`src/lsu_config.svh`:
```
`ifndef LSU_CONFIG_SVH
`define LSU_CONFIG_SVH

`default_nettype none

// architectural register count; sets the 3-bit register index.
`define LSU_NUM_REGS 8

// byte memory size covers the full 16-bit address space.
`define LSU_MEM_BYTES 65536

`default_nettype wire

`endif

```
`src/lsu_pkg.sv`:
```
`default_nettype none

package lsu_pkg;

  typedef enum logic [2:0] {
    op_li    = 3'd0,
    op_lb    = 3'd1,
    op_lw    = 3'd2,
    op_sb    = 3'd3,
    op_sw    = 3'd4,
    op_nop_5 = 3'd5,  // unused codes run as no-ops.
    op_nop_6 = 3'd6,
    op_nop_7 = 3'd7
  } opcode_t;

  typedef struct packed {
    opcode_t     opcode;
    logic [2:0]  rd;      // load target, or store data source.
    logic [2:0]  rs;      // base register.
    logic [6:0]  offset;  // signed.
  } insn_mem_t;

  typedef struct packed {
    opcode_t     opcode;
    logic [2:0]  rd;
    logic [9:0]  imm;     // zero-extended.
  } insn_imm_t;

  // opcode sits in the same bits of both forms.
  typedef union packed {
    insn_mem_t mem;
    insn_imm_t imm;
  } insn_u;

  typedef enum logic [1:0] {
    bus_op_idle,
    bus_op_read,
    bus_op_write
  } bus_op_t;

  typedef enum logic {
    bus_size_byte,
    bus_size_word
  } bus_size_t;

  typedef struct packed {
    opcode_t     op;
    logic [2:0]  rd;
    logic [2:0]  rs;
    logic [15:0] value;   // offset or immediate after extension.
  } dec_t;

  typedef struct packed {
    bus_op_t     op;
    bus_size_t   size;
    logic [15:0] addr;
    logic [15:0] wdata;
  } mem_req_t;

  typedef struct packed {
    logic [2:0]  rd;
    logic [15:0] data;
  } wb_t;

endpackage

`default_nettype wire

```
`src/addr_execute.sv`:
```
`timescale 1ns/1ps
`default_nettype none

module addr_execute import lsu_pkg::*; (
  input  logic        clk,
  input  logic        reset,
  input  logic        dec_valid,
  output logic        dec_ready,
  input  dec_t        dec,
  output logic [2:0]  rd_addr_a,
  output logic [2:0]  rd_addr_b,
  input  logic [15:0] rd_data_a,
  input  logic [15:0] rd_data_b,
  output logic        mem_req_valid,
  output mem_req_t    mem_req,
  input  logic        mem_done,
  output logic        pend_valid,
  output wb_t         pend_wb,
  output logic [2:0]  load_rd,
  output bus_size_t   load_size,
  output logic        load_valid
);

  typedef enum logic [1:0] {
    st_idle,
    st_issue,
    st_wait
  } state_t;

  state_t state;
  dec_t   cur;
  logic   is_load;
  logic   is_store;
  logic   dec_real;

  assign is_load  = (cur.op == op_lb) || (cur.op == op_lw);
  assign is_store = (cur.op == op_sb) || (cur.op == op_sw);
  assign dec_real = (dec.op == op_li) || (dec.op == op_lb) || (dec.op == op_lw) ||
                    (dec.op == op_sb) || (dec.op == op_sw);

  assign dec_ready = (state == st_idle);
  assign rd_addr_a = cur.rs;  // base.
  assign rd_addr_b = cur.rd;  // store data.

  assign mem_req_valid = (state == st_issue) && (is_load || is_store);

  always_comb begin
    if (is_store) begin
      mem_req.op = bus_op_write;
    end else if (is_load) begin
      mem_req.op = bus_op_read;
    end else begin
      mem_req.op = bus_op_idle;
    end
    mem_req.size  = ((cur.op == op_lw) || (cur.op == op_sw)) ? bus_size_word : bus_size_byte;
    mem_req.addr  = rd_data_a + cur.value;  // wraps at 16 bits.
    mem_req.wdata = rd_data_b;
  end

  assign pend_valid   = (state == st_issue) && (cur.op == op_li);
  assign pend_wb.rd   = cur.rd;
  assign pend_wb.data = cur.value;

  assign load_rd    = cur.rd;
  assign load_size  = mem_req.size;
  assign load_valid = (state == st_wait) && is_load;

  always_ff @(posedge clk) begin
    if (reset) begin
      state <= st_idle;
    end else begin
      unique case (state)
        st_idle: begin
          if (dec_valid && dec_real) begin
            state <= st_issue;
          end
        end
        st_issue: begin
          state <= (cur.op == op_li) ? st_idle : st_wait;
        end
        st_wait: begin
          if (mem_done) begin
            state <= st_idle;
          end
        end
        default: state <= st_idle;
      endcase
    end
  end

  always_ff @(posedge clk) begin
    if (state == st_idle && dec_valid) begin
      cur <= dec;
    end
  end

endmodule

`default_nettype wire

```
`config.mk`:
```
export PLATFORM = sky130hd
export DESIGN_NAME = addr_execute
export DESIGN_NICKNAME = d
export VERILOG_FILES = /design/src/lsu_config.svh /design/src/lsu_pkg.sv /design/src/addr_execute.sv
export SDC_FILE = /design/constraint.sdc
export NUM_CORES = 1
export LEC_CHECK = 0
export BUFFER_PORTS_ARGS = -buffer_cell sky130_fd_sc_hd__buf_4
export CAP_MARGIN = 20
export CORE_MARGIN = 2
export CORE_UTILIZATION = 43
export CTS_CLUSTER_DIAMETER = 40
export DETAILED_ROUTE_END_ITERATION = 16
export PLACE_DENSITY = 0.83
export SETUP_SLACK_MARGIN = 0.4
export SYNTH_ARGS = -nofsm -noshare
export SYNTH_HDL_FRONTEND = slang
export SYNTH_SLANG_ARGS = --single-unit
```
`constraint.sdc`:
```
create_clock -name clk -period 2.7 [get_ports clk]
set_clock_uncertainty 0.2 [all_clocks]
set_input_delay 0.405 -clock clk [delete_from_list [all_inputs] [get_ports clk]]
set_output_delay 0.405 -clock clk [all_outputs]
set_load 0.05 [all_outputs]
```
==> results by group, run 1 <==
Outcome
  • Run status: finished, violations left
  • Violations in the final reports: setup timing

GRT
  • Pin count of the biggest net entering global routing: 27
  • Global-route wire length before repair: 7250 µm
  • Total congestion overflow: 0
  • Initial antenna violation count: 0
  • Global-route total usage across every layer: 17.8%
  • Vias in the first global route: 1580

Timing
  • Setup tns final: -0.602 ns
  • RSZ-0062 raised after global routing: yes
  • Post-route worst setup slack: -0.123 ns
  • Final number of hold-violating endpoints: 0
  • F_max: 0.354 GHz
  • Slew at the pin with the worst max-slew slack: 0.607 ns
  • Minimum clock period: 2.82 ns
  • Final Cycle Share: 105%
  • Number of pins exceeding their max-slew limit in the final report: 0
  • Setup-failing EPs final: 7
  • Worst max-slew margin expressed relative to the limit: 59.4%

Clocking
  • Number of H-tree branching levels: 1
  • Insertion delay to the later sink of the worst-skew pair: 0.27 ns
  • Clock tree from TritonCTS: built
  • Total CTS buffers: 3
  • Clock buffer depth: 2
  • Clock slew at the register clock pins of the worst setup and hold paths: 0.09 ns
  • Clock sink total: 27
  • Root Buffer: clkbuf_8
  • Hold Buf Count CTS: 0

Synthesis
  • Share of flip-flops with an asynchronous set or reset after synthesis: 0%
  • Main synth FF type: edfxtp_1
  • Post-synth top area share: 37.4%
  • Proportion of synthesized chip area in sequential cells: 39.4%
  • Cell count after synthesis: 200
  • Library cell with the largest summed area after synthesis: edfxtp_1
  • #FFs+latches synth: 27
  • Syn nets: 277
  • Total standard cell area after synthesis: 2010 µm²
  • Yosys synthesis warning count: 0
  • Top cells by count, synth: buf_4, edfxtp_1, nand2_1, ha_1, a21oi_1
  • Number of flops mapped to enable cells by yosys: 25
  • Mean cell area of the mapped netlist: 10.0 µm²
  • Count of unique library cells instantiated by Yosys: 41
  • Most numerous cell in the Yosys netlist: buf_4
  • Area contributors post-synth: edfxtp_1, buf_4, ha_1

Place
  • Instance area at placement: 2750 µm²
  • RePlAce Congestion: 0.804
  • Estimated wirelength of the detail-placed design: 3660 µm
  • Number of port buffers: 96
  • Inst Count DP: 304
  • Worst setup timing slack at the placement stage: -0.0468 ns

Critical path
  • Arrival time at the worst endpoint: 2.22 ns
  • Endpoint of the worst register-to-register path: pend_wb[12]
  • R2r startpoint: state[1]
  • Crit path kind: flop to output pin
  • Reg-to-reg setup timing slack: 1.08 ns
  • CP Max Fanout: 4
  • Critical Path Source Type: flop
  • Critical path capture point type: output pin
  • Required time reported for the critical path endpoint: 2.10 ns
  • R2R cell count: 2

Pwr
  • Overall power consumption: 1.78 mW
  • Pwr Density: 556 nW/µm²
  • Static Leakage: 1.31 nW
  • VDD IR max: 0.298 mV

Layout
  • Number of standard cells in the layout, taps in and fillers out: 323
  • Final net count: 349
  • Share of cells above drive strength 1: 68.3%
  • Layout Area Growth over Synthesis: 59.4%
  • Ant diodes: 0
  • Area of all placed cells without fillers: 3200 µm²

Hold path
  • Hold path start: reset
  • Hold Crit Depth: 2
  • Path category of the worst min-delay check: primary input to flop
  • Worst Hold Endpoint: state[1]

Detailed routing
  • Number of nets with antenna violations after detailed routing: 0
  • Vias: 1683
  • Routed length per placed instance: 15.7 µm
  • Via-to-Cell Ratio: 5.21
  • Iteration-0 DRC Markers: 62
  • Total wire length after detailed routing: 5070 µm
  • DRT Pass-1 Iters: 4
  • Number of DRC violations after detailed routing: 0

Floorplan
  • Die Footprint: 5230 µm²
  • Number of top-level pins: 129
  • Vertical extent of the die: 72.3 µm
  • Starting utilization of the core area: 45.5%
  • Total core area: 4410 µm²
  • Row count: 24
  • Horizontal die dimension: 72.3 µm

Job
  • # Max-Cap Violations: 0
==> metal layers <==
metal	wire length, µm	share of wire (%)	vias to the layer above	GRT usage, %
met1	1920	38	808	20.9
met2	2800	55	60	32.8
met5	0	0	-	0
met3	316	6.2	2	3.75
li1	-	-	813	-
met4	35	0.69	0	4.82
==> state kept, by name (all words and copies together) (netlist names) <==
register,count
load_rd,3
rd_addr_a,3
cur,3
state,2
pend_wb,16
==> metrics by stage <==
step,util [%],hold slack (ns)
after CTS,68.5,0.0820
after global placement,62.2,0.373
after global routing,72.5,0.0876
final,72.5,0.0872
after floorplan,-,0.277
after detailed placement,62.2,0.375
==> kinds of logic after synthesis <==
| group | count (synthesis) | synth area share [%] |
|---|---|---|
| XOR/XNOR | 17 | 7.42 |
| buffers and inverters | 52 | 18.5 |
| AO/OA/AOI/OAI | 43 | 13.8 |
| AND/OR/NAND/NOR | 45 | 10.5 |
| flip-flops | 27 | 39.4 |
| adder cells (fa/ha/maj) | 16 | 10.3 |
==> repair_timing <==
item / in CTS / in global routing
setup endpoints to repair: 14 / 14
resized for setup: 38 / 21
buffers inserted: 7 / 8
pin swaps: 15 / 16
==> power breakdown <==
group,internal [mW],switching [mW]
Sequential,0.491,0.0247
Clock,0.106,0.122
Combinational,0.427,0.607
Total,1.02,0.754
==> worst max-delay path by stage <==
stage / from / to / slack [ns] / cells past startpoint
5_1_grt: pend_wb[0] / mem_req[28] / -0.24 / 8
2_1_floorplan: rd_data_a[0] / mem_req[26] / 0.06 / 6
6_report: pend_wb[2] / mem_req[29] / -0.12 / 7
4_1_cts: pend_wb[0] / mem_req[28] / -0.13 / 8
3_3_place_gp: rd_data_a[0] / mem_req[26] / 0.008 / 9
3_5_place_dp: rd_data_a[0] / mem_req[26] / -0.05 / 9
==> cell usage in the layout, fill, tap and decap left out, types with 3 or more instances in the layout <==
cell type  netlist  layout
xnor2_2          0       4
xor2_2           0       3
xor2_4           0       3
clkbuf_8         0       3
o21ai_2          0       3
nor2_1          10       9
nand2_2          0       4
ha_4             0      11
buf_4           46      99
buf_6            0      17
xnor2_1         10       4
o21ai_0         10       5
nand2_1         16      11
a21oi_4          0       4
a21oi_2          0       8
edfxtp_1        25      25
nand3_1          5       5
==> critical path, cell delays in order (launching register included) <==
cell      delay, ns
edfxtp_1       0.45
ha_4           0.32
nand3_1        0.12
a21o_1         0.20
a211o_1        0.31
a211oi_2       0.21
o22a_2         0.20
buf_8          0.15
==> cell type report <==
cell class,instances,area (µm²)
inverters,2,7.51
well taps,52,65.1
repair buffers,117,950
multi-input cells,121,1340
flip-flops and latches,27,791
fillers,318,1210
clock buffers,4,45.0
Note: power is estimated with default switching activity, not from simulation.
==> run 2: changes to the inputs <==
- BUFFER_PORTS_ARGS: -buffer_cell sky130_fd_sc_hd__buf_4 -> unset
- CORE_UTILIZATION: 43 -> 50
- DONT_BUFFER_PORTS: unset -> 1
- PLACE_DENSITY: 0.83 -> 0.67
==> results by group, run 2 (same netlist as run 1, synthesis figures left out) <==
Clocking
  • Clock slew at the register clock pins of the worst setup and hold paths: 0.09 ns (about the same)
  • Clock sink total: 27 (unchanged)
  • Clock tree from TritonCTS: built
  • Total CTS buffers: 3 (unchanged)
  • Clock buffer depth: 2 (unchanged)
  • Root Buffer: clkbuf_8
  • Number of H-tree branching levels: 1 (unchanged)
  • Insertion delay to the later sink of the worst-skew pair: 0.27 ns (about the same)

Timing
  • Number of pins exceeding their max-slew limit in the final report: 0 (unchanged)
  • Slew at the pin with the worst max-slew slack: 0.574 ns (-0.0323 ns)
  • Post-route worst setup slack: -0.145 ns (-0.0221 ns)
  • F_max: 0.352 GHz (-0.78%)
  • Worst max-slew margin expressed relative to the limit: 61.7% (+2.3 points)
  • Setup-failing EPs final: 8 (+1)
  • Hold slack final: 0.0181 ns (-0.0691 ns)
  • Setup tns final: -0.763 ns (-0.161 ns)
  • Minimum clock period: 2.84 ns (+0.0221 ns)
  • Final number of hold-violating endpoints: 0 (unchanged)
  • Final Cycle Share: 105% (+0.82 points)
  • RSZ-0062 raised after global routing: yes

Detailed routing
  • Number of nets with antenna violations after detailed routing: 0 (unchanged)
  • Routed length per placed instance: 19.0 µm (+21%)
  • Iteration-0 DRC Markers: 63 (+1.6%)
  • Number of DRC violations after detailed routing: 0 (unchanged)
  • Via-to-Cell Ratio: 5.67 (+8.9%)
  • Vias: 1549 (-8.0%)
  • Total wire length after detailed routing: 5200 µm (+2.5%)
  • DRT Pass-1 Iters: 4 (unchanged)

GRT
  • Total congestion overflow: 0 (unchanged)
  • Global-route wire length before repair: 7130 µm (-1.6%)
  • Initial antenna violation count: 0 (unchanged)
  • Vias in the first global route: 1516 (-4.1%)
  • Global-route total usage across every layer: 21.4% (+3.6 points)
  • Pin count of the biggest net entering global routing: 27 (unchanged)

Place
  • Instance area at placement: 2390 µm² (-13%)
  • RePlAce Congestion: 0.834 (+3.8%)
  • Worst setup timing slack at the placement stage: 0.0316 ns (+0.0784 ns)
  • Number of port buffers: 0 (-100%)
  • Inst Count DP: 240 (-21%)
  • Estimated wirelength of the detail-placed design: 3440 µm (-6.0%)

Layout
  • Ant diodes: 0 (unchanged)
  • Final design utilization: 76.1% (+3.6 points)
  • Share of cells above drive strength 1: 63.2% (-5.0 points)
  • Number of standard cells in the layout, taps in and fillers out: 273 (-15%)
  • Final net count: 301 (-14%)
  • Top library cells by usage in the layout, fill and taps aside: buf_4, edfxtp_1, ha_4, nand2_1, buf_12
  • Most common library cell in the layout ignoring fill and taps: buf_4
  • Layout Area Growth over Synthesis: 49.5%
  • Fill cell instance count of the final layout: 238 (-25%)
  • Flip-flop count of the largest register after layout: 16 (unchanged)
  • Area of all placed cells without fillers: 3000 µm² (-6.2%)

Critical path
  • Crit path kind: flop to output pin
  • Critical path capture point type: output pin
  • CP Max Fanout: 4 (unchanged)
  • Required time reported for the critical path endpoint: 2.10 ns (about the same)
  • Arrival time at the worst endpoint: 2.24 ns (+0.02 ns)
  • Critical Path Source Type: flop

Outcome
  • Run status: finished, violations left
  • Violations in the final reports: setup timing

Pwr
  • Pwr Density: 610 nW/µm² (+9.9%)
  • VDD IR max: 0.411 mV (+38%)
  • Overall power consumption: 1.83 mW (+3.0%)
  • Static Leakage: 1.11 nW (-15%)

Floorplan
  • Number of top-level pins: 129 (unchanged)
  • Total core area: 3940 µm² (-11%)
  • Row count: 23 (-4.2%)
  • Horizontal die dimension: 67.4 µm (-6.9%)
  • Vertical extent of the die: 67.4 µm (-6.9%)
  • Die Footprint: 4540 µm² (-13%)
  • Starting utilization of the core area: 50.9% (+5.4 points)

Job
  • # Max-Cap Violations: 0 (unchanged)

Hold path
  • Path category of the worst min-delay check: primary input to flop
## run 2: critical path, stage by stage, from the launching register on
cell and delay [ns]:
edfxtp_1 0.44, ha_4 0.20, fa_2 0.37, a21oi_4 0.17, o211a_4 0.20, o21ai_2 0.08, a311oi_2 0.27, nor3_2 0.09
buf_6 0.16
## run 2: path summary, 6_finish.rpt
path / startpoint / endpoint / slack (ns) / cells after the start
setup / recovery: pend_wb[0] / mem_req[26] / -0.14 / 8
hold / removal: dec[8] / pend_wb[8] / 0.02 / 0
setup reg to reg: state[1] / rd_addr_a[0] / 0.91 / 3
hold reg to reg: state[1] / state[1] / 0.43 / 2
## run 2: power breakdown
part           internal [mW]  switching, mW  leakage, nW
Combinational          0.458          0.614        0.831
Clock                  0.103          0.127       0.0255
Sequential             0.492         0.0382        0.257
## run 2: timing repair
item                       in CTS  in global routing
setup buffers                  12                 16
hold buffers                    1                  0
pin swaps                      22                 17
hold endpoints to repair        2                  0
gates resized for setup        33                 25
setup endpoints to repair      12                 15
## run 2: area by class of cell
| cell class | instances | area (µm²) | share of cell area (%) |
|---|---|---|---|
| well taps | 50 | 62.6 | 2.09 |
| multi-input cells | 121 | 1440 | 47.9 |
| repair buffers | 69 | 656 | 21.9 |
| inverters | 2 | 7.51 | 0.250 |
| clock inverters | 1 | 5.00 | 0.167 |
| flip-flops and latches | 27 | 791 | 26.4 |
| clock buffers | 3 | 41.3 | 1.38 |
## run 2: per-layer routing
layer  global-route usage [%]  wire length (µm)
met1                     22.8              1840
met2                     37.6              2750
met3                     4.83               373
met4                     14.5               233
met5                        0                 0
