$ cat src/lsu_config.svh
`ifndef LSU_CONFIG_SVH
`define LSU_CONFIG_SVH

`default_nettype none

// architectural register count; sets the 3-bit register index.
`define LSU_NUM_REGS 8

// byte memory size covers the full 16-bit address space.
`define LSU_MEM_BYTES 65536

`default_nettype wire

`endif

$ cat src/lsu_pkg.sv
`default_nettype none

package lsu_pkg;

  typedef enum logic [2:0] {
    op_li    = 3'd0,
    op_lb    = 3'd1,
    op_lw    = 3'd2,
    op_sb    = 3'd3,
    op_sw    = 3'd4,
    op_nop_5 = 3'd5,  // unused codes run as no-ops.
    op_nop_6 = 3'd6,
    op_nop_7 = 3'd7
  } opcode_t;

  typedef struct packed {
    opcode_t     opcode;
    logic [2:0]  rd;      // load target, or store data source.
    logic [2:0]  rs;      // base register.
    logic [6:0]  offset;  // signed.
  } insn_mem_t;

  typedef struct packed {
    opcode_t     opcode;
    logic [2:0]  rd;
    logic [9:0]  imm;     // zero-extended.
  } insn_imm_t;

  // opcode sits in the same bits of both forms.
  typedef union packed {
    insn_mem_t mem;
    insn_imm_t imm;
  } insn_u;

  typedef enum logic [1:0] {
    bus_op_idle,
    bus_op_read,
    bus_op_write
  } bus_op_t;

  typedef enum logic {
    bus_size_byte,
    bus_size_word
  } bus_size_t;

  typedef struct packed {
    opcode_t     op;
    logic [2:0]  rd;
    logic [2:0]  rs;
    logic [15:0] value;   // offset or immediate after extension.
  } dec_t;

  typedef struct packed {
    bus_op_t     op;
    bus_size_t   size;
    logic [15:0] addr;
    logic [15:0] wdata;
  } mem_req_t;

  typedef struct packed {
    logic [2:0]  rd;
    logic [15:0] data;
  } wb_t;

endpackage

`default_nettype wire

$ cat src/load_result.sv
`timescale 1ns/1ps
`include "lsu_config.svh"
`default_nettype none

module load_result import lsu_pkg::*; (
  input  logic        clk,
  input  logic        reset,
  input  logic        mem_done,
  input  logic [15:0] mem_rdata,
  input  logic [2:0]  load_rd,
  input  bus_size_t   load_size,
  input  logic        load_valid,
  input  logic        pend_valid,
  input  wb_t         pend_wb,
  input  logic [2:0]  rd_addr_a,
  input  logic [2:0]  rd_addr_b,
  output logic [15:0] rd_data_a,
  output logic [15:0] rd_data_b,
  output logic        wb_valid,
  output wb_t         wb
);

  logic [15:0] regs [0:`LSU_NUM_REGS-1];
  logic        wr_en;
  wb_t         wr;

  assign rd_data_a = regs[rd_addr_a];
  assign rd_data_b = regs[rd_addr_b];

  // li and load never land on the same edge.
  always_comb begin
    wr_en = 1'b0;
    wr    = pend_wb;
    if (pend_valid) begin
      wr_en = 1'b1;
    end else if (mem_done && load_valid) begin
      wr_en   = 1'b1;
      wr.rd   = load_rd;
      wr.data = (load_size == bus_size_byte) ? {8'h00, mem_rdata[7:0]} : mem_rdata;
    end
  end

  always_ff @(posedge clk) begin
    if (reset) begin
      wb_valid <= 1'b0;
      for (int i = 0; i < `LSU_NUM_REGS; i++) begin
        regs[i] <= 16'h0000;
      end
    end else begin
      wb_valid <= wr_en;
      if (wr_en) begin
        regs[wr.rd] <= wr.data;
      end
    end
  end

  always_ff @(posedge clk) begin
    if (wr_en) begin
      wb <= wr;
    end
  end

endmodule

`default_nettype wire

$ cat config.mk
export PLATFORM = sky130hd
export DESIGN_NAME = load_result
export DESIGN_NICKNAME = d
export VERILOG_FILES = /design/src/lsu_pkg.sv /design/src/load_result.sv
export VERILOG_INCLUDE_DIRS = /design/src /design/src/src
export SDC_FILE = /design/constraint.sdc
export NUM_CORES = 1
export LEC_CHECK = 0
export BUFFER_PORTS_ARGS = -buffer_cell sky130_fd_sc_hd__buf_4
export CELL_PAD_IN_SITES_DETAIL_PLACEMENT = 2
export CELL_PAD_IN_SITES_GLOBAL_PLACEMENT = 2
export CORE_UTILIZATION = 43
export CTS_CLUSTER_DIAMETER = 60
export DETAILED_ROUTE_END_ITERATION = 10
export PLACE_DENSITY = 0.83
export SYNTH_ARGS = -nofsm -noshare
export SYNTH_HDL_FRONTEND = slang
export SYNTH_SLANG_ARGS = --single-unit
$ cat constraint.sdc
create_clock -name clk -period 3.1 [get_ports clk]
set_input_delay 0.465 -clock clk [delete_from_list [all_inputs] [get_ports clk]]
set_output_delay 0.465 -clock clk [all_outputs]
set_load 0.02 [all_outputs]
==> results of run 1 <==
-- critical path: stages --
cell and delay, ns:
buf_4 0.48, mux4_1 0.69, mux2_2 0.30, buf_4 0.16
-- registers in the layout, summed over array words and instances (netlist names) --
signal    flops
regs        128
wb_valid      1
wb           19
-- cell families after synthesis --
family / after synthesis
AND/OR/NAND/NOR: 216
multiplexers: 150
flip-flops: 148
buffers and inverters: 67
AO/OA/AOI/OAI: 11
-- power by group --
group	switching [mW]	total [mW]	internal (mW)	leakage (nW)
registers	0.0822	2.44	2.36	1.43
logic	0.546	0.982	0.436	1.95
clock network	0.850	2.19	1.34	0.292
total	1.48	5.62	4.14	3.67
-- Yosys cell counts, drive strengths merged --
cell,count
dfxtp,1
o21bai,9
and2,8
nand3b,33
nand4b,1
nor2b,6
mux2,67
and4bb,1
nor3,64
a21o,2
clkbuf,25
nor2,66
nand3,16
edfxtp,147
mux2i,19
nand2,5
inv,8
mux4,64
nor3b,16
buf,34
-- worst min-delay path by stage --
stage,from,end,slack [ns],depth (start not counted)
floorplan,pend_wb[16],wb[16],0.65,2
global placement,reset,wb_valid,0.72,2
detailed placement,reset,wb_valid,0.76,2
CTS,reset,wb_valid,0.29,2
global route,reset,wb_valid,0.30,2
finish,reset,wb_valid,0.31,2
-- routing by layer --
metal	vias to the layer above	wire [microns]	track usage [%]
met3	43	1530	5.016
met4	0	685	9.053
met5	-	0	0
met1	3097	12000	35.65
met2	235	13600	45.31
li1	2526	-	-
-- cell type report --
class | instances | area share, %
clock buffers | 18 | 4.146
clock inverters | 13 | 1.777
inverters | 8 | 0.2901
multi-input cells | 377 | 39.13
flip-flops and latches | 148 | 42.83
well taps | 270 | 3.263
repair buffers | 118 | 8.557
-- through the flow --
| stage | power, mW | setup slack (ns) | std cells |
|---|---|---|---|
| finish | 5.615 | 0.5279 | 952 |
| global route | 5.759 | 0.4676 | 952 |
| CTS | 5.647 | 0.5215 | 952 |
| detailed placement | 3.450 | 0.5389 | 921 |
| global placement | 3.372 | 0.6298 | 921 |
| floorplan | 3.051 | 0.6624 | 592 |
==> flow_summary.ini, run 1 <==
[cts]
cts_setup_buffers = 0
cts_tree = yes
cts_buffers = 17
post_cts_resized = 0
clock-root-buffer = clkbuf_16
cts_hold_buf = 0
clockBufferDepth = 2
numClockSinks = 148
clkTransAtPathRegs_ns = 0.06
cts_max_level = 4

[placement]
placed_area_sq_um = 9739
dpl.hpwl_microns = 17400
port_buffers = 101
gp_congestion = 0.7317

[critical_path]
endpoint = rd_data_a[13]
endpoint_kind = output port
crit_type = input pin to output port
cp-start-kind = input pin
cp.arrival_ns = 2.11
cp_data_required_time_ns = 2.63
cp_max_fo = 32
worstSetupStartpoint = rd_addr_a[0]

[grt]
grt_max_degree = 52
track_usage_pct = 27.08
gr-total-overflow = 0
antenna_found_initial = 0
grt_pass1_wl_microns = 41460
grt_pass1_vias = 6337

[timing]
finalCritPeriodShare_pct = 82.97
fin_tns_setup_ns = 0
report.final.slew_viol_count = 0
relSlewSlack_pct = 41.26
fin_crit_ns = 2.572
hold-worst-slack_ns = 0.3141
rsz0062_at_grt = false
fmax_mhz = 388.8
finalSetupViolations = 0
hold_violations = 0
tightest_slew_ns = 0.8811

[floorplan]
initial_core_util_pct = 43.82
rows = 52
die_h_microns = 145.6
die_area_sq_um = 21200
io_pins = 102
chipWidth_microns = 145.6
core_sq_um = 20230

[final_layout]
seq_area_sq_um = 4434
multi_input_area_sq_um = 4051
num_antenna_cells = 0
stdcell_area_sq_um = 10350
n_fill_cell = 1836
syn2layout_area_growth_pct = 16.75
final_common_cell = edfxtp_1
drive_gt1_share_pct = 35.63
nets = 720
final_cell_mix = edfxtp_1 (147), buf_4 (118), mux2_2 (66), nor2_1 (66), mux4_1 (62)
postLayoutCoreUtil_pct = 51.16

[logic_synthesis]
synth_area_leaders = edfxtp_1 (50%), mux4_1 (18%), mux2_2 (8.4%), nor3_1 (2.9%), nor2_1 (2.8%)
ys_ff_latch = 148
synth_compound_gate_area_share_pct = 0.9313
synth_top_family_by_area = multiplexers
synth-simple-area-share_pct = 13.77
avgSynthCellArea_sq_um = 14.98
synth_top_area_share_pct = 49.78
synth_cells = 592
mappedNetlistArea_sq_um = 8867
synthAdderAreaFrac_pct = 0
ys_seq_area_share_pct = 50.01
synth_fp_nets = 642
synth_cell_types = 30
synth-xor-area-share_pct = 0
yosys-mux-area-fraction_pct = 30.85
synth_area_leader_cell = edfxtp_1
yosysWarnings = 0

[route]
avgRoutedWirePerCell_microns = 29.22
via_count = 5901
wirelength_microns = 27820
drt-initial-drc-count = 443
viasPerCell = 6.199
dr.pass1.iters = 5
antenna_left = 0
drcViolationCount = 0

[job]
maxCapViolCount = 0

[pwr]
power.density_nw_per_um2 = 542.4
ir_drop_uv = 429.8
leakage_nw = 3.672

[run_status]
status = complete, no violations

[min_path]
hp-class = input pin to flip-flop
Power figures use the tool's default switching activity.
==> run 2, diff against run 1 <==
clock period = 2.45 ns   (was 3.1 ns; I/O delays follow)
==> run 2 against run 1 <==
Critical path depth fell by 1; die area did not move; setup slack got worse by 0.40 ns; hold slack got worse by 0.12 ns; global-route usage fell by 0.28 points; highest routed layer unchanged.
==> flow_summary.ini, run 2 (same netlist as run 1, synthesis figures left out) <==
[pwr]
power.density_nw_per_um2 = 662.3
ir_drop_uv = 518.6
power_mw = 6.889
leakage_nw = 3.699

[timing]
report.final.slew_viol_count = 0
fin_ws_ns = 0.1242
fin_crit_ns = 2.326
finalCritPeriodShare_pct = 94.93
hold-worst-slack_ns = 0.1990
fin_tns_setup_ns = 0
finalSetupViolations = 0
tightest_slew_ns = 0.5650
rsz0062_at_grt = false
relSlewSlack_pct = 62.34
hold_violations = 0
fmax_mhz = 430.0

[min_path]
min_to = wb_valid
min_path_cells = 2
min-delay-start = reset
hp-class = input pin to flip-flop

[critical_path]
cp-start-kind = flip-flop
slowest_stage = mux4_1
cp.arrival_ns = 1.96
worstSetupStartpoint = regs[4][4]
crit_type = flip-flop to output port
endpoint_kind = output port
path_cells = mux4_1, mux2_2, buf_4
critical_path.max_stage_delay_ns = 0.58
cp_data_required_time_ns = 2.08
cp_max_fo = 2

[grt]
grt_pass1_vias = 6416
track_usage_pct = 26.80
grt_util_met2_pct = 45.41
antenna_found_initial = 0
gr-usage-met3_pct = 3.730
gr-total-overflow = 0
grt_pass1_wl_microns = 41190
grt_util_met1_pct = 35.25
grt_max_degree = 65
grt-busiest-layer = met2

[run_status]
status = complete, no violations

[final_layout]
postLayoutCoreUtil_pct = 51.41
nets = 724
drive_gt1_share_pct = 36.24
top_register = regs
final_cell_mix = edfxtp_1 (147), buf_4 (117), mux2_2 (66), nor2_1 (66), mux4_1 (62)
syn2layout_area_growth_pct = 17.31
stdcell_area_sq_um = 10400
reg_top3 = regs x128, wb x19, wb_valid x1
num_antenna_cells = 0
largest_reg_flops = 128
fin_cells = 957
final_common_cell = edfxtp_1
n_fill_cell = 1864

[route]
avgRoutedWirePerCell_microns = 28.74
via_count = 5908
antenna_left = 0
wirelength_microns = 27510
viasPerCell = 6.173
drcViolationCount = 0
dr.pass1.iters = 5
drt-initial-drc-count = 378

[cts]
cts_tree = yes
post_cts_resized = 0
numClockSinks = 148
clockBufferDepth = 2
cts_max_level = 4
clkTransAtPathRegs_ns = 0.07
cts_hold_buf = 0
cts_setup_buffers = 0
cts_buffers = 17
clock-root-buffer = clkbuf_16

[floorplan]
initial_core_util_pct = 43.82
die_area_sq_um = 21200
die_h_microns = 145.6
io_pins = 102
core_sq_um = 20230
rows = 52
chipWidth_microns = 145.6

[placement]
placed_area_sq_um = 9832
dpl.hpwl_microns = 18170
post-place-ws_ns = 0.2513
port_buffers = 101
placed_cells = 925
gp_congestion = 0.7316

[job]
maxCapViolCount = 0
==> run 2: cell type report <==
type	count	area, sq um	share of cell area [%]
sequential	148	4434	42.63
clock buffer	17	425.4	4.089
tap	270	337.8	3.248
inverter	8	30.03	0.2887
timing repair buffer	122	978.4	9.406
clock inverter	15	145.1	1.395
multi-input combinational	377	4051	38.95
==> run 2: where the power goes <==
group,internal [mW],switching [mW]
Clock,1.35,1.20
Sequential,2.98,0.101
Combinational,0.568,0.695
==> run 2: worst max-delay path by stage <==
stage / endpoint / slack (ns)
2_1_floorplan: regs[6][0] / 0.11
3_3_place_gp: rd_data_a[0] / 0.32
3_5_place_dp: regs[0][15] / 0.25
4_1_cts: rd_data_b[4] / 0.12
5_1_grt: rd_data_b[4] / 0.12
6_report: rd_data_b[4] / 0.12
==> run 2: critical path, delay by kind of cell, from the launching register on <==
kind / cells / cell delay, ns
buf+inv: 1 / 0.17
mux: 2 / 0.90
flops: 1 / 0.46
==> run 2: routing by layer <==
metal	up-vias	share of wire [%]
met5	-	0
met1	3112	43
li1	2533	-
met3	46	4.4
met4	0	2.1
met2	217	51
==> run 3, diff against run 2 <==
CORE_ASPECT_RATIO = 1.75   (was unset)
==> run 3 against run 2 <==
Critical path type unchanged; core utilization down 0.11 points; fmax up 3.2%; non-clock buffer count up 1; setup slack better by 0.072 ns; routed wire length down 4.5%; hold slack better by 0.021 ns; sequential cell count unchanged; global-route usage down 1.1 points.
==> flow_summary.ini, run 3 (same netlist as run 1, synthesis figures left out) <==
[run_status]
status = complete, no violations

[pwr]
power.density_nw_per_um2 = 665.6
power_mw = 6.927
leakage_nw = 3.708
ir_drop_uv = 449.4

[placement]
port_buffers = 101
dpl.hpwl_microns = 17390
gp_congestion = 0.7398

[route]
viasPerCell = 6.147
avgRoutedWirePerCell_microns = 28.11
via_count = 5747
dr.pass1.iters = 4
drcViolationCount = 0
drt-initial-drc-count = 271
antenna_left = 0
wirelength_microns = 26280

[grt]
grt_pass1_vias = 6481
gr-total-overflow = 0
grt_pass1_wl_microns = 40000
track_usage_pct = 25.71
antenna_found_initial = 0
grt_max_degree = 52

[critical_path]
cp.arrival_ns = 1.89
critical_path_buf_inv_count = 1
path_cells = mux4_1, mux2_2, buf_4
slowest_stage = mux4_1
crit_type = flip-flop to output port
cp_max_fo = 2
endpoint_kind = output port
critical_path.max_stage_delay_ns = 0.53
path_delay_family = multiplexers
cp-start-kind = flip-flop
cp_data_required_time_ns = 2.08

[timing]
rsz0062_at_grt = false
relSlewSlack_pct = 67.81
hold_violations = 0
tightest_slew_ns = 0.4727
fin_tns_setup_ns = 0
finalCritPeriodShare_pct = 92.01
fmax_mhz = 443.6
finalSetupViolations = 0
fin_crit_ns = 2.254
report.final.slew_viol_count = 0

[floorplan]
rows = 69
die_h_microns = 192.0
die_area_sq_um = 21220
chipWidth_microns = 110.6
core_sq_um = 20290
io_pins = 102
initial_core_util_pct = 43.71

[cts]
cts_buffers = 17
numClockSinks = 148
cts_hold_buf = 0
post_cts_resized = 0
clkTransAtPathRegs_ns = 0.06
cts_max_level = 4
clockBufferDepth = 2
clock-root-buffer = clkbuf_16
cts_tree = yes
cts_setup_buffers = 0

[final_layout]
drive_gt1_share_pct = 35.23
num_antenna_cells = 0
largest_reg_flops = 128
nets = 725
final_cell_mix = edfxtp_1 (147), buf_4 (116), mux2_2 (66), nor2_1 (66), mux4_1 (62)
final_common_cell = edfxtp_1
reg_top3 = regs x128, wb x19, wb_valid x1
top_register = regs
syn2layout_area_growth_pct = 17.37

[job]
maxCapViolCount = 0

[min_path]
hp-class = input pin to flip-flop
==> run 3: changes by cell type in the layout (fill, tap and decap cells not counted) <==
cell	change
inv_6	-3
clkinv_1	+6
inv_8	-5
clkinv_4	-2
buf_12	+2
clkinv_8	-1
buf_4	-1
clkbuf_1	+1
bufinv_16	+3
==> run 3: final cells by class <==
| cell class | count | area [sq um] |
|---|---|---|
| clock buffer | 18 | 429.2 |
| multi-input combinational | 377 | 4051 |
| fill | 1853 | 9881 |
| tap | 248 | 310.3 |
| timing repair buffer | 123 | 1011 |
| inverter | 8 | 30.03 |
| clock inverter | 13 | 141.4 |
| sequential | 148 | 4434 |
==> run 3: worst paths after layout <==
check | slack (ns) | start | endpoint | cells after the start
max | 0.20 | regs[5][9] | rd_data_a[9] | 3
min | 0.22 | reset | wb_valid | 2
==> run 3: layer usage <==
metal  part of all wire, %  global-route usage [%]  routed length [microns]
met2                    54                   46.97                    14230
met4                   2.7                   9.026                      722
met1                    40                   30.36                    10550
met5                     0                       0                        0
met3                   3.0                   4.323                      778
==> run 3: power by group <==
group / switching, mW / leakage, nW / internal, mW
clock: 1.02 / 0.271 / 1.57
sequential: 0.0942 / 1.43 / 2.98
combinational: 0.687 / 2.01 / 0.574
==> run 3: metrics by stage <==
stage | worst slack [ns] | hold slack, ns | instances | util, % | area, sq um
finish | 0.1958 | 0.2201 | 935 | 51.30 | 10410
global route | 0.1502 | 0.2172 | 935 | 51.30 | 10410
CTS | 0.1650 | 0.2014 | 935 | 51.30 | 10410
detailed placement | 0.2710 | 0.6543 | 904 | 48.49 | 9837
global placement | 0.3042 | 0.6245 | 904 | 48.49 | 9837
floorplan | 0.1099 | 0.5507 | 592 | - | 8867
