`config.mk`:
```
export PLATFORM = sky130hd
export DESIGN_NAME = insn_decode
export DESIGN_NICKNAME = d
export VERILOG_FILES = /design/src/lsu_config.svh /design/src/lsu_pkg.sv /design/src/insn_decode.sv
export SDC_FILE = /design/constraint.sdc
export NUM_CORES = 1
export LEC_CHECK = 0
export BUFFER_PORTS_ARGS = -buffer_cell sky130_fd_sc_hd__buf_2
export CAP_MARGIN = 30
export CELL_PAD_IN_SITES_DETAIL_PLACEMENT = 1
export CELL_PAD_IN_SITES_GLOBAL_PLACEMENT = 2
export CORE_ASPECT_RATIO = 0.75
export CORE_MARGIN = 3
export CORE_UTILIZATION = 25
export DETAILED_ROUTE_END_ITERATION = 8
export PLACE_DENSITY = 0.76
export REMOVE_ABC_BUFFERS = 1
export SETUP_SLACK_MARGIN = 0.4
export SLEW_MARGIN = 20
export SYNTH_ARGS = -nofsm -noshare
export SYNTH_HDL_FRONTEND = slang
export SYNTH_SLANG_ARGS = --single-unit
```
`constraint.sdc`:
```
create_clock -name clk -period 1.8 [get_ports clk]
set_input_delay 0.36 -clock clk [delete_from_list [all_inputs] [get_ports clk]]
set_output_delay 0.36 -clock clk [all_outputs]
set_load 0.02 [all_outputs]
```
`src/lsu_config.svh`:
```
`ifndef LSU_CONFIG_SVH
`define LSU_CONFIG_SVH

`default_nettype none

// architectural register count; sets the 3-bit register index.
`define LSU_NUM_REGS 8

// byte memory size covers the full 16-bit address space.
`define LSU_MEM_BYTES 65536

`default_nettype wire

`endif

```
`src/lsu_pkg.sv`:
```
`default_nettype none

package lsu_pkg;

  typedef enum logic [2:0] {
    op_li    = 3'd0,
    op_lb    = 3'd1,
    op_lw    = 3'd2,
    op_sb    = 3'd3,
    op_sw    = 3'd4,
    op_nop_5 = 3'd5,  // unused codes run as no-ops.
    op_nop_6 = 3'd6,
    op_nop_7 = 3'd7
  } opcode_t;

  typedef struct packed {
    opcode_t     opcode;
    logic [2:0]  rd;      // load target, or store data source.
    logic [2:0]  rs;      // base register.
    logic [6:0]  offset;  // signed.
  } insn_mem_t;

  typedef struct packed {
    opcode_t     opcode;
    logic [2:0]  rd;
    logic [9:0]  imm;     // zero-extended.
  } insn_imm_t;

  // opcode sits in the same bits of both forms.
  typedef union packed {
    insn_mem_t mem;
    insn_imm_t imm;
  } insn_u;

  typedef enum logic [1:0] {
    bus_op_idle,
    bus_op_read,
    bus_op_write
  } bus_op_t;

  typedef enum logic {
    bus_size_byte,
    bus_size_word
  } bus_size_t;

  typedef struct packed {
    opcode_t     op;
    logic [2:0]  rd;
    logic [2:0]  rs;
    logic [15:0] value;   // offset or immediate after extension.
  } dec_t;

  typedef struct packed {
    bus_op_t     op;
    bus_size_t   size;
    logic [15:0] addr;
    logic [15:0] wdata;
  } mem_req_t;

  typedef struct packed {
    logic [2:0]  rd;
    logic [15:0] data;
  } wb_t;

endpackage

`default_nettype wire

```
`src/insn_decode.sv`:
```
`timescale 1ns/1ps
`default_nettype none

module insn_decode import lsu_pkg::*; (
  input  logic  clk,
  input  logic  reset,
  input  logic  insn_valid,
  output logic  insn_ready,
  input  insn_u insn,
  output logic  dec_valid,
  input  logic  dec_ready,
  output dec_t  dec
);

  dec_t dec_next;

  // free slot, or the held item leaves on this edge.
  assign insn_ready = !dec_valid || dec_ready;

  always_comb begin
    dec_next.op = insn.mem.opcode;
    dec_next.rd = insn.mem.rd;
    if (insn.mem.opcode == op_li) begin
      dec_next.rs    = 3'd0;
      dec_next.value = {6'd0, insn.imm.imm};
    end else begin
      dec_next.rs    = insn.mem.rs;
      dec_next.value = {{9{insn.mem.offset[6]}}, insn.mem.offset};
    end
  end

  always_ff @(posedge clk) begin
    if (reset) begin
      dec_valid <= 1'b0;
    end else if (insn_ready) begin
      dec_valid <= insn_valid;
    end
  end

  always_ff @(posedge clk) begin
    if (insn_valid && insn_ready) begin
      dec <= dec_next;
    end
  end

endmodule

`default_nettype wire

```
==> out/results.ini, run 1 <==
[clock_tree]
h-tree-depth=1
clk_path_buf_depth=2
ctsHoldBuffers=0
clk_pin_slew_ps=70
cts_setup_buffers=0
cts_num_sinks=21
tritoncts=done
cts-resized-gates=0
cts_buffers=3
clk_latency_ps=250
root_buffer=clkbuf_8

[synthesis]
synthTopCellsByCount=edfxtp_1 (20), buf_4 (5), a21o_1 (3), nor2b_1 (3)
synth_top_area_share_pct=81.22
syn_inst=38
syn_area_per_cell_um2=19.46
yosysWarnings=0
synth_ff_type=edfxtp_1
netlist_area_um2=739.5
ys_seq_area_share_pct=83.93
ys_async_sr_fraction_pct=0
synth_edf_count=20
yosys_register_bits=21
synth_top_cells_by_area=edfxtp_1 (81%), buf_4 (5.1%), a21o_1 (3.0%)
synth_largest_area_cell=edfxtp_1
synth_most_common_cell=edfxtp_1
synth_cell_types=11

[drt]
drt-initial-drc-count=1
vias=469
drc=0
wl_per_cell_um=12.28
viasPerCell=3.908
routed_wl_um=1473
drtPass1Iterations=2
detail-route-antenna-nets=0

[floorplanning]
start_util_pct=27.16
coreArea_mm2=0.002723
io_pins=47
dieArea_mm2=0.003653
fp.dieH_um=53.10
die_x_um=68.80
fp-row-count=16

[sta]
tns_ps=0
hold_viol=0
skew_ps=0.6340
finalCritPeriodShare_pct=69.47
setup_violations=0
tightest_slew_ps=364.1
rsz0062_at_grt=false
relSlewSlack_pct=75.60
period_minus_slack_ps=1251
fmaxAchievable_ghz=0.7997
drv_slew=0

[min_path]
min_from=reset
hold_path_end=dec_valid$_SDFFE_PP0P_
hold_depth=2
hold_path_class=in -> reg

[power]
ir_drop_mv=0.7335
power_density_mw_per_mm2=981.6
p_leak_nw=0.4591

[setup_path]
path_buf_inv=1
endpoint_kind=output pin
cp_num_cells=1
crit_arrival_ps=890
slowest_delay_ps=440
r2r-end=dec[7]$_DFFE_PP_
cp_top_family=flip-flops
criticalPathCategory=reg -> out
reg2regPathDepth=3
worstPathCellList=buf_2
crit_path_start_kind=flop
slowest_stage=edfxtp_1
crit_fanout=6
required_ps=1440
rrSetupSlack_ps=670
reg2reg_from=dec_valid$_SDFFE_PP0P_

[cells_and_area]
nets=105
syn_to_final_growth_pct=39.42
drive_gt1_share_pct=61.90
antenna_cells=0
final_cells=120

[grt]
grt_usage_pct=8.690
grt_max_degree=21
grt_pass1_vias=490
gr-total-overflow=0
antenna_found_initial=0
grt_pass1_wl_um=2242

[placed_design]
place_congestion=0.6490
portBuffers=46
dp_cells=116
post-dp-hpwl_um=1174

[run_status]
status=finished clean

[job]
cap_viol_max_count=0

per-stage QoR:
stage	utilization [%]	total power, mW	hold slack (ps)	cell area [um^2]	worst slack [ps]
2_1_floorplan	-	0.6612	429.1	701.9	240.7
3_3_place_gp	36.17	0.7251	490.1	984.7	550.1
3_5_place_dp	36.17	0.7270	517.0	984.7	502.9
4_1_cts	37.87	1.032	239.9	1031	529.3
5_1_grt	37.87	1.059	242.5	1031	481.9
6_report	37.87	1.012	256.3	1031	549.5
kinds of logic after synthesis:
kind of cell	share of synthesized area (%)
buffers and inverters	5.584
flip-flops	83.93
AND/OR/NAND/NOR	5.585
AO/OA/AOI/OAI	4.906
flip-flops by register name, summed over array words and instances, names as in the netlist:
| register | count |
|---|---|
| dec | 20 |
| dec_valid | 1 |
how the worst max path moves through the flow:
stage | startpoint | endpoint | slack [ps]
floorplan | dec_ready | dec[0]$_DFFE_PP_ | 240
global placement | dec_ready | dec[7]$_DFFE_PP_ | 550
detailed placement | dec_ready | dec[22]$_DFFE_PP_ | 500
CTS | dec[10]$_SDFFCE_PN0P_ | dec[13] | 530
global route | dec[10]$_SDFFCE_PN0P_ | dec[14] | 480
finish | dec[10]$_SDFFCE_PN0P_ | dec[13] | 550
cell usage in the layout (no fill, tap or decap):
| master | n |
|---|---|
| a21o_1 | 3 |
| inv_1 | 1 |
| buf_2 | 46 |
| clkinv_2 | 1 |
| and2_1 | 1 |
| nor2b_1 | 3 |
| buf_4 | 1 |
| nand2b_1 | 1 |
| edfxtp_1 | 20 |
| o31a_1 | 1 |
| nor3_2 | 1 |
| dfxtp_1 | 1 |
| a21oi_1 | 1 |
| clkbuf_8 | 3 |
cell type report:
type                    count  area (um^2)
clock buffers               3        41.29
clock inverters             1        5.005
fillers                   313         1692
inverters                   1        3.754
multi-input cells          11        77.57
flip-flops and latches     21        620.6
well taps                  36        45.04
repair buffers             47        237.7
metal layers:
layer  up-vias  part of all wire, %  wire, um  global-route usage, %
met4         0                    0         0                      0
li1        228                    -         -                      -
met2        24                   48       706                  14.90
met1       217                   40       588                  9.416
met5         -                    0         0                      0
met3         0                   12       177                  5.945
power breakdown:
group          switching (mW)  internal, mW
clock                   0.145         0.154
sequential            0.00831         0.571
combinational          0.0858        0.0482
total                   0.239         0.773
(Power assumes the default switching activity.)
==> run 2, diff against run 1 <==
--- a/config.mk
+++ b/config.mk
@@ -11,9 +11,9 @@
 export CELL_PAD_IN_SITES_GLOBAL_PLACEMENT = 2
 export CORE_ASPECT_RATIO = 0.75
 export CORE_MARGIN = 3
-export CORE_UTILIZATION = 25
+export CORE_UTILIZATION = 23
 export DETAILED_ROUTE_END_ITERATION = 8
-export PLACE_DENSITY = 0.76
+export PLACE_DENSITY = 0.74
 export REMOVE_ABC_BUFFERS = 1
 export SETUP_SLACK_MARGIN = 0.4
 export SLEW_MARGIN = 20
==> constraint.sdc (replaced) <==
create_clock -name clk -period 1.15 [get_ports clk]
set_input_delay 0.23 -clock clk [delete_from_list [all_inputs] [get_ports clk]]
set_output_delay 0.23 -clock clk [all_outputs]
set_load 0.02 [all_outputs]
==> run 2 against run 1 <==
Net effect: critical path depth is the same; power grew 68%; worst hold slack lost 130 ps; clock-buffer cell count is the same; utilization grew 5.1 points; clock power grew 55%; routed wire length grew 11%; die area grew 7.8%; design area grew 25%; sequential power grew 58%; sequential share of layout area shrank 12 points; critical endpoint is now dec[10]; cell count grew 5.8%.
==> out/results.ini, run 2 (synthesis results as in run 1) <==
[clock_tree]
h-tree-depth=1  ; unchanged
cts_buffers=3  ; unchanged
cts_num_sinks=21  ; unchanged
tritoncts=done
clk_path_buf_depth=2  ; unchanged
ctsHoldBuffers=0  ; unchanged
root_buffer=clkbuf_8
clk_pin_slew_ps=70  ; about the same
clk_latency_ps=250  ; about the same

[placed_design]
portBuffers=46  ; unchanged
dpl-instance-area_mm2=0.001007  ; +2.3%
place_congestion=0.6301  ; -2.9%
post-dp-hpwl_um=1210  ; +3.1%
dp_cells=119  ; +2.6%
pre_cts_ws_ps=27.24  ; -475.7 ps

[floorplanning]
fp.dieH_um=55.11  ; +3.8%
dieArea_mm2=0.003939  ; +7.8%
fp-row-count=17  ; +1
io_pins=47  ; unchanged
coreArea_mm2=0.002999  ; +10%
die_x_um=71.48  ; +3.9%
start_util_pct=24.66  ; -2.5 points

[setup_path]
slowest_stage=edfxtp_1
slowest_delay_ps=440  ; about the same
reg2reg_from=dec_valid$_SDFFE_PP0P_
crit_fanout=6  ; unchanged
required_ps=920  ; -520 ps
path_buf_inv=1  ; unchanged
criticalPathCategory=reg -> out
rrSetupSlack_ps=120  ; -550 ps
crit_arrival_ps=880  ; about the same
cp_top_family=flip-flops
endpoint_kind=output pin
worstPathCellList=buf_2
startpoint=dec[10]$_SDFFCE_PN0P_
crit_path_start_kind=flop

[cells_and_area]
nets=110  ; +4.8%
largest_register_ffs=20  ; unchanged
antenna_cells=0  ; unchanged
drive_gt1_share_pct=69.66  ; +7.8 points
regMostFlops=dec
final_cells=127  ; +5.8%
layout_commonest_cell=buf_6
layout_common_cells=buf_6 (24), buf_2 (23), edfxtp_1 (20)
n_fill_cell=307  ; -1.9%
design_area_mm2=0.001290  ; +25%
top_regs=dec (20), dec_valid (1)
syn_to_final_growth_pct=74.45

[sta]
rsz0062_at_grt=true
skew_ps=1.022  ; +0.3878 ps
tns_ps=0  ; unchanged
tightest_slew_ps=156.6  ; -207.5 ps
setup_ws_ps=40.49  ; -509.0 ps
fmaxAchievable_ghz=0.9013
setup_violations=0  ; unchanged
period_minus_slack_ps=1110
relSlewSlack_pct=89.56  ; +14 points
hold_viol=0  ; unchanged
drv_slew=0  ; unchanged
hold_ws_ps=124.3  ; -132.0 ps
finalCritPeriodShare_pct=96.48

[min_path]
hold_path_class=in -> reg
min_from=reset

[drt]
routed_wl_um=1637  ; +11%
drc=0  ; unchanged
wl_per_cell_um=12.89  ; +5.0%
detail-route-antenna-nets=0  ; unchanged
drt-initial-drc-count=10  ; +9
viasPerCell=3.906  ; about the same
vias=496  ; +5.8%
drtPass1Iterations=2  ; unchanged

[run_status]
status=finished clean

[power]
p_leak_nw=0.5639  ; +23%
power_density_mw_per_mm2=1315  ; +34%
ir_drop_mv=0.6263  ; -15%

[grt]
grt_max_degree=13  ; -38%
grt_pass1_vias=510  ; +4.1%
grt_pass1_wl_um=2456  ; +9.5%
grt_usage_pct=8.597  ; -0.093 points
antenna_found_initial=0  ; unchanged
gr-total-overflow=0  ; unchanged

[job]
cap_viol_max_count=0  ; unchanged

==> run 2: worst register-to-register path, cell delays in order (launching register included) <==
cell	delay, ps
dfxtp_4	360
nand2b_4	70
and2_4	180
buf_16	140
==> run 2: path summary, 6_finish.rpt <==
check	end	cells after the start
setup / recovery	dec[10]	1
hold / removal	dec_valid$_SDFFE_PP0P_	2
setup reg to reg	dec[24]$_DFFE_PP_	3
hold reg to reg	dec_valid$_SDFFE_PP0P_	3
==> run 2: metal layers <==
metal	up-vias	GRT usage, %	wire length (um)
li1	238	-	-
met1	228	9.232	626
met5	-	0	0
met2	30	14.33	800
met3	0	6.318	211
met4	0	0.9375	0
==> run 2: metrics by stage <==
step	total power, mW	util [%]
final	1.696	43.01
after global routing	1.776	43.01
after CTS	1.661	38.51
after detailed placement	1.149	33.58
after global placement	1.142	33.58
after floorplan	1.035	-
==> run 2: power by group <==
group	switching, mW	internal [mW]
logic	0.148	0.167
clock network	0.223	0.241
registers	0.0235	0.894
==> run 2: repair_timing <==
item                                    in CTS  in global routing
gates resized for setup                     17                 39
cloned                                       1                  0
endpoints found under the setup margin      50                 54
pin swaps                                    1                  3
setup buffers                                2                  1
==> run 2: area by class of cell <==
class                      count  area (um^2)  area share, %
clock buffer                   3        41.29          3.201
clock inverter                 1        5.005         0.3880
inverter                       1        3.754         0.2910
multi-input combinational     11        105.1          8.147
sequential                    21        624.3          48.40
tap                           38        47.55          3.686
timing repair buffer          52        462.9          35.89
==> run 3, diff against run 2 <==
--- a/config.mk
+++ b/config.mk
@@ -9,11 +9,11 @@
 export CAP_MARGIN = 30
 export CELL_PAD_IN_SITES_DETAIL_PLACEMENT = 1
 export CELL_PAD_IN_SITES_GLOBAL_PLACEMENT = 2
-export CORE_ASPECT_RATIO = 0.75
+export CORE_ASPECT_RATIO = 1.1
 export CORE_MARGIN = 3
-export CORE_UTILIZATION = 23
+export CORE_UTILIZATION = 25
 export DETAILED_ROUTE_END_ITERATION = 8
-export PLACE_DENSITY = 0.74
+export PLACE_DENSITY = 0.76
 export REMOVE_ABC_BUFFERS = 1
 export SETUP_SLACK_MARGIN = 0.4
 export SLEW_MARGIN = 20
==> constraint.sdc (replaced) <==
create_clock -name clk -period 1.1 [get_ports clk]
set_input_delay 0.22 -clock clk [delete_from_list [all_inputs] [get_ports clk]]
set_output_delay 0.22 -clock clk [all_outputs]
set_load 0.02 [all_outputs]
==> run 3 against run 2 <==
Net effect: the flow now finishes with violations (setup timing); via count rose by 4.0%; design area is 0.58% higher; cell count is 2.4% lower; clock-buffer cell count unchanged; sequential cell count unchanged; routed wire length down 0.24%; die area is 7.4% lower; combinational power rose by 11%; worst setup slack got worse by 120 ps; critical path type unchanged; highest routed layer unchanged.
==> out/results.ini, run 3 (synthesis results as in run 1) <==
[setup_path]
crit_arrival_ps=960  ; +80 ps
cp_top_family=flip-flops
crit_fanout=6  ; unchanged
criticalPathCategory=reg -> out
endpoint_kind=output pin
slowest_delay_ps=470  ; +30 ps
required_ps=880  ; -40 ps
worstPathCellList=buf_2
path_buf_inv=1  ; unchanged
slowest_stage=edfxtp_1
crit_path_start_kind=flop

[drt]
vias=516  ; +4.0%
routed_wl_um=1633  ; -0.24%
wl_per_cell_um=13.17  ; +2.2%
detail-route-antenna-nets=0  ; unchanged
drt-initial-drc-count=5  ; -5
drc=0  ; unchanged
viasPerCell=4.161  ; +6.5%
drtPass1Iterations=3  ; +1

[grt]
grt_pass1_wl_um=2456  ; unchanged
antenna_found_initial=0  ; unchanged
busiest_layer=met2
grt_usage_pct=9.206  ; +0.61 points
grt_max_degree=13  ; unchanged
grt_util_met2_pct=14.69  ; +0.36 points
gr-total-overflow=0  ; unchanged
grt_use_met3_pct=3.306  ; -3.0 points
grtUsageMet1_pct=10.42  ; +1.2 points
grt_pass1_vias=506  ; -0.78%

[power]
p_sw_mw=0.4160  ; +5.3%
power_frac_seq_pct=57.1  ; +3.0 points
ir_drop_mv=0.5645  ; -9.9%
p_sw_share_pct=24.78  ; +1.5 points
p_comb_share_pct=20.9  ; +2.4 points
p_leak_nw=0.5718  ; +1.4%
p_total_mw=1.679  ; -1.0%
clkPwrFrac_pct=22.0  ; -5.4 points
power_density_mw_per_mm2=1294  ; -1.6%
p_int_mw=1.263  ; -2.9%

[cells_and_area]
final_util_pct=46.29  ; +3.3 points
layout_common_cells=buf_6 (25), buf_2 (23), edfxtp_1 (20)
drive_gt1_share_pct=69.23  ; -0.43 points
top_regs=dec (20), dec_valid (1)
regMostFlops=dec
antenna_cells=0  ; unchanged
n_fill_cell=292  ; -4.9%
seq_area_um2=621.8  ; -0.40%
largest_register_ffs=20  ; unchanged
multi_input_area_um2=91.34  ; -13%
layout_commonest_cell=buf_6
syn_to_final_growth_pct=75.46
nets=112  ; +1.8%

[placed_design]
portBuffers=46  ; unchanged
post-dp-hpwl_um=1112  ; -8.1%
pre_cts_ws_ps=-28.56  ; -55.80 ps
place_congestion=0.6355  ; +0.86%

[sta]
rsz0062_at_grt=true
hold_ws_ps=56.88  ; -67.45 ps
setup_ws_ps=-81.97  ; -122.5 ps
drv_slew=0  ; unchanged
setup_violations=12  ; +12
hold_viol=0  ; unchanged
fmaxAchievable_ghz=0.8460
relSlewSlack_pct=88.27  ; -1.3 points
tightest_slew_ps=175.9  ; +19.36 ps
period_minus_slack_ps=1182
tns_ps=-713.6  ; -713.6 ps
finalCritPeriodShare_pct=107.5
skew_ps=8.908  ; +7.887 ps

[clock_tree]
root_buffer=clkbuf_4
cts_buffers=3  ; unchanged
clk_path_buf_depth=2  ; unchanged
tritoncts=done
clk_pin_slew_ps=110  ; +40 ps
cts_num_sinks=21  ; unchanged
h-tree-depth=1  ; unchanged
clk_latency_ps=300  ; +50 ps

[min_path]
hold_path_class=in -> reg

[run_status]
violations=setup timing
status=complete, but fails checks

[floorplanning]
die_x_um=57.86  ; -19%
io_pins=47  ; unchanged
coreArea_mm2=0.002803  ; -6.5%
fp.dieH_um=63.04  ; +14%
start_util_pct=26.38  ; +1.7 points
fp-row-count=20  ; +3
dieArea_mm2=0.003647  ; -7.4%

[job]
cap_viol_max_count=0  ; unchanged

-- run 3: changes by cell type in the layout (fill, tap and decap cells not counted), sizes merged --
cell | previous run | this run
buf | 52 | 53
clkbuf | 3 | 4
-- run 3: area by class of cell --
class / count / share of cell area, %
inverter: 1 / 0.2893
multi-input combinational: 11 / 7.040
clock buffer: 3 / 1.736
timing repair buffer: 54 / 39.44
clock inverter: 1 / 0.3857
sequential: 21 / 47.93
tap: 33 / 3.182
-- run 3: power groups by stage --
stage / clock (mW) / sequential (mW) / combinational (mW)
6_report: 0.369 / 0.959 / 0.351
5_1_grt: 0.429 / 0.964 / 0.370
3_5_place_dp: 0 / 0.964 / 0.235
2_1_floorplan: 0 / 1.05 / 0.0360
3_3_place_gp: 0 / 0.963 / 0.231
4_1_cts: 0.390 / 0.959 / 0.342
-- run 3: path summary, 6_finish.rpt --
check | start | end | slack (ps) | cells past startpoint
max | dec[10]$_SDFFCE_PN0P_ | dec[12] | -80 | 1
min | reset | dec_valid$_SDFFE_PP0P_ | 60 | 2
max reg2reg | dec_valid$_SDFFE_PP0P_ | dec[21]$_DFFE_PP_ | -50 | 4
min reg2reg | dec_valid$_SDFFE_PP0P_ | dec_valid$_SDFFE_PP0P_ | 580 | 3
-- run 3: metrics by stage --
step           cells  area, um^2
4_1_cts          123        1269
6_report         124        1297
3_5_place_dp     114        1001
2_1_floorplan     33       701.9
3_3_place_gp     114        1001
5_1_grt          124        1297
-- run 3: metal layers --
| metal | part of all wire, % | vias to the layer above |
|---|---|---|
| li1 | - | 245 |
| met1 | 36 | 239 |
| met2 | 53 | 32 |
| met3 | 10 | 0 |
| met4 | 0 | 0 |
| met5 | 0 | - |
-- run 3: repair_timing --
action	CTS	global route
setup buffers	3	0
gates cloned	2	1
setup endpoints to repair	50	51
gates resized for setup	52	1
pin swaps	2	1
hold buffers	0	0
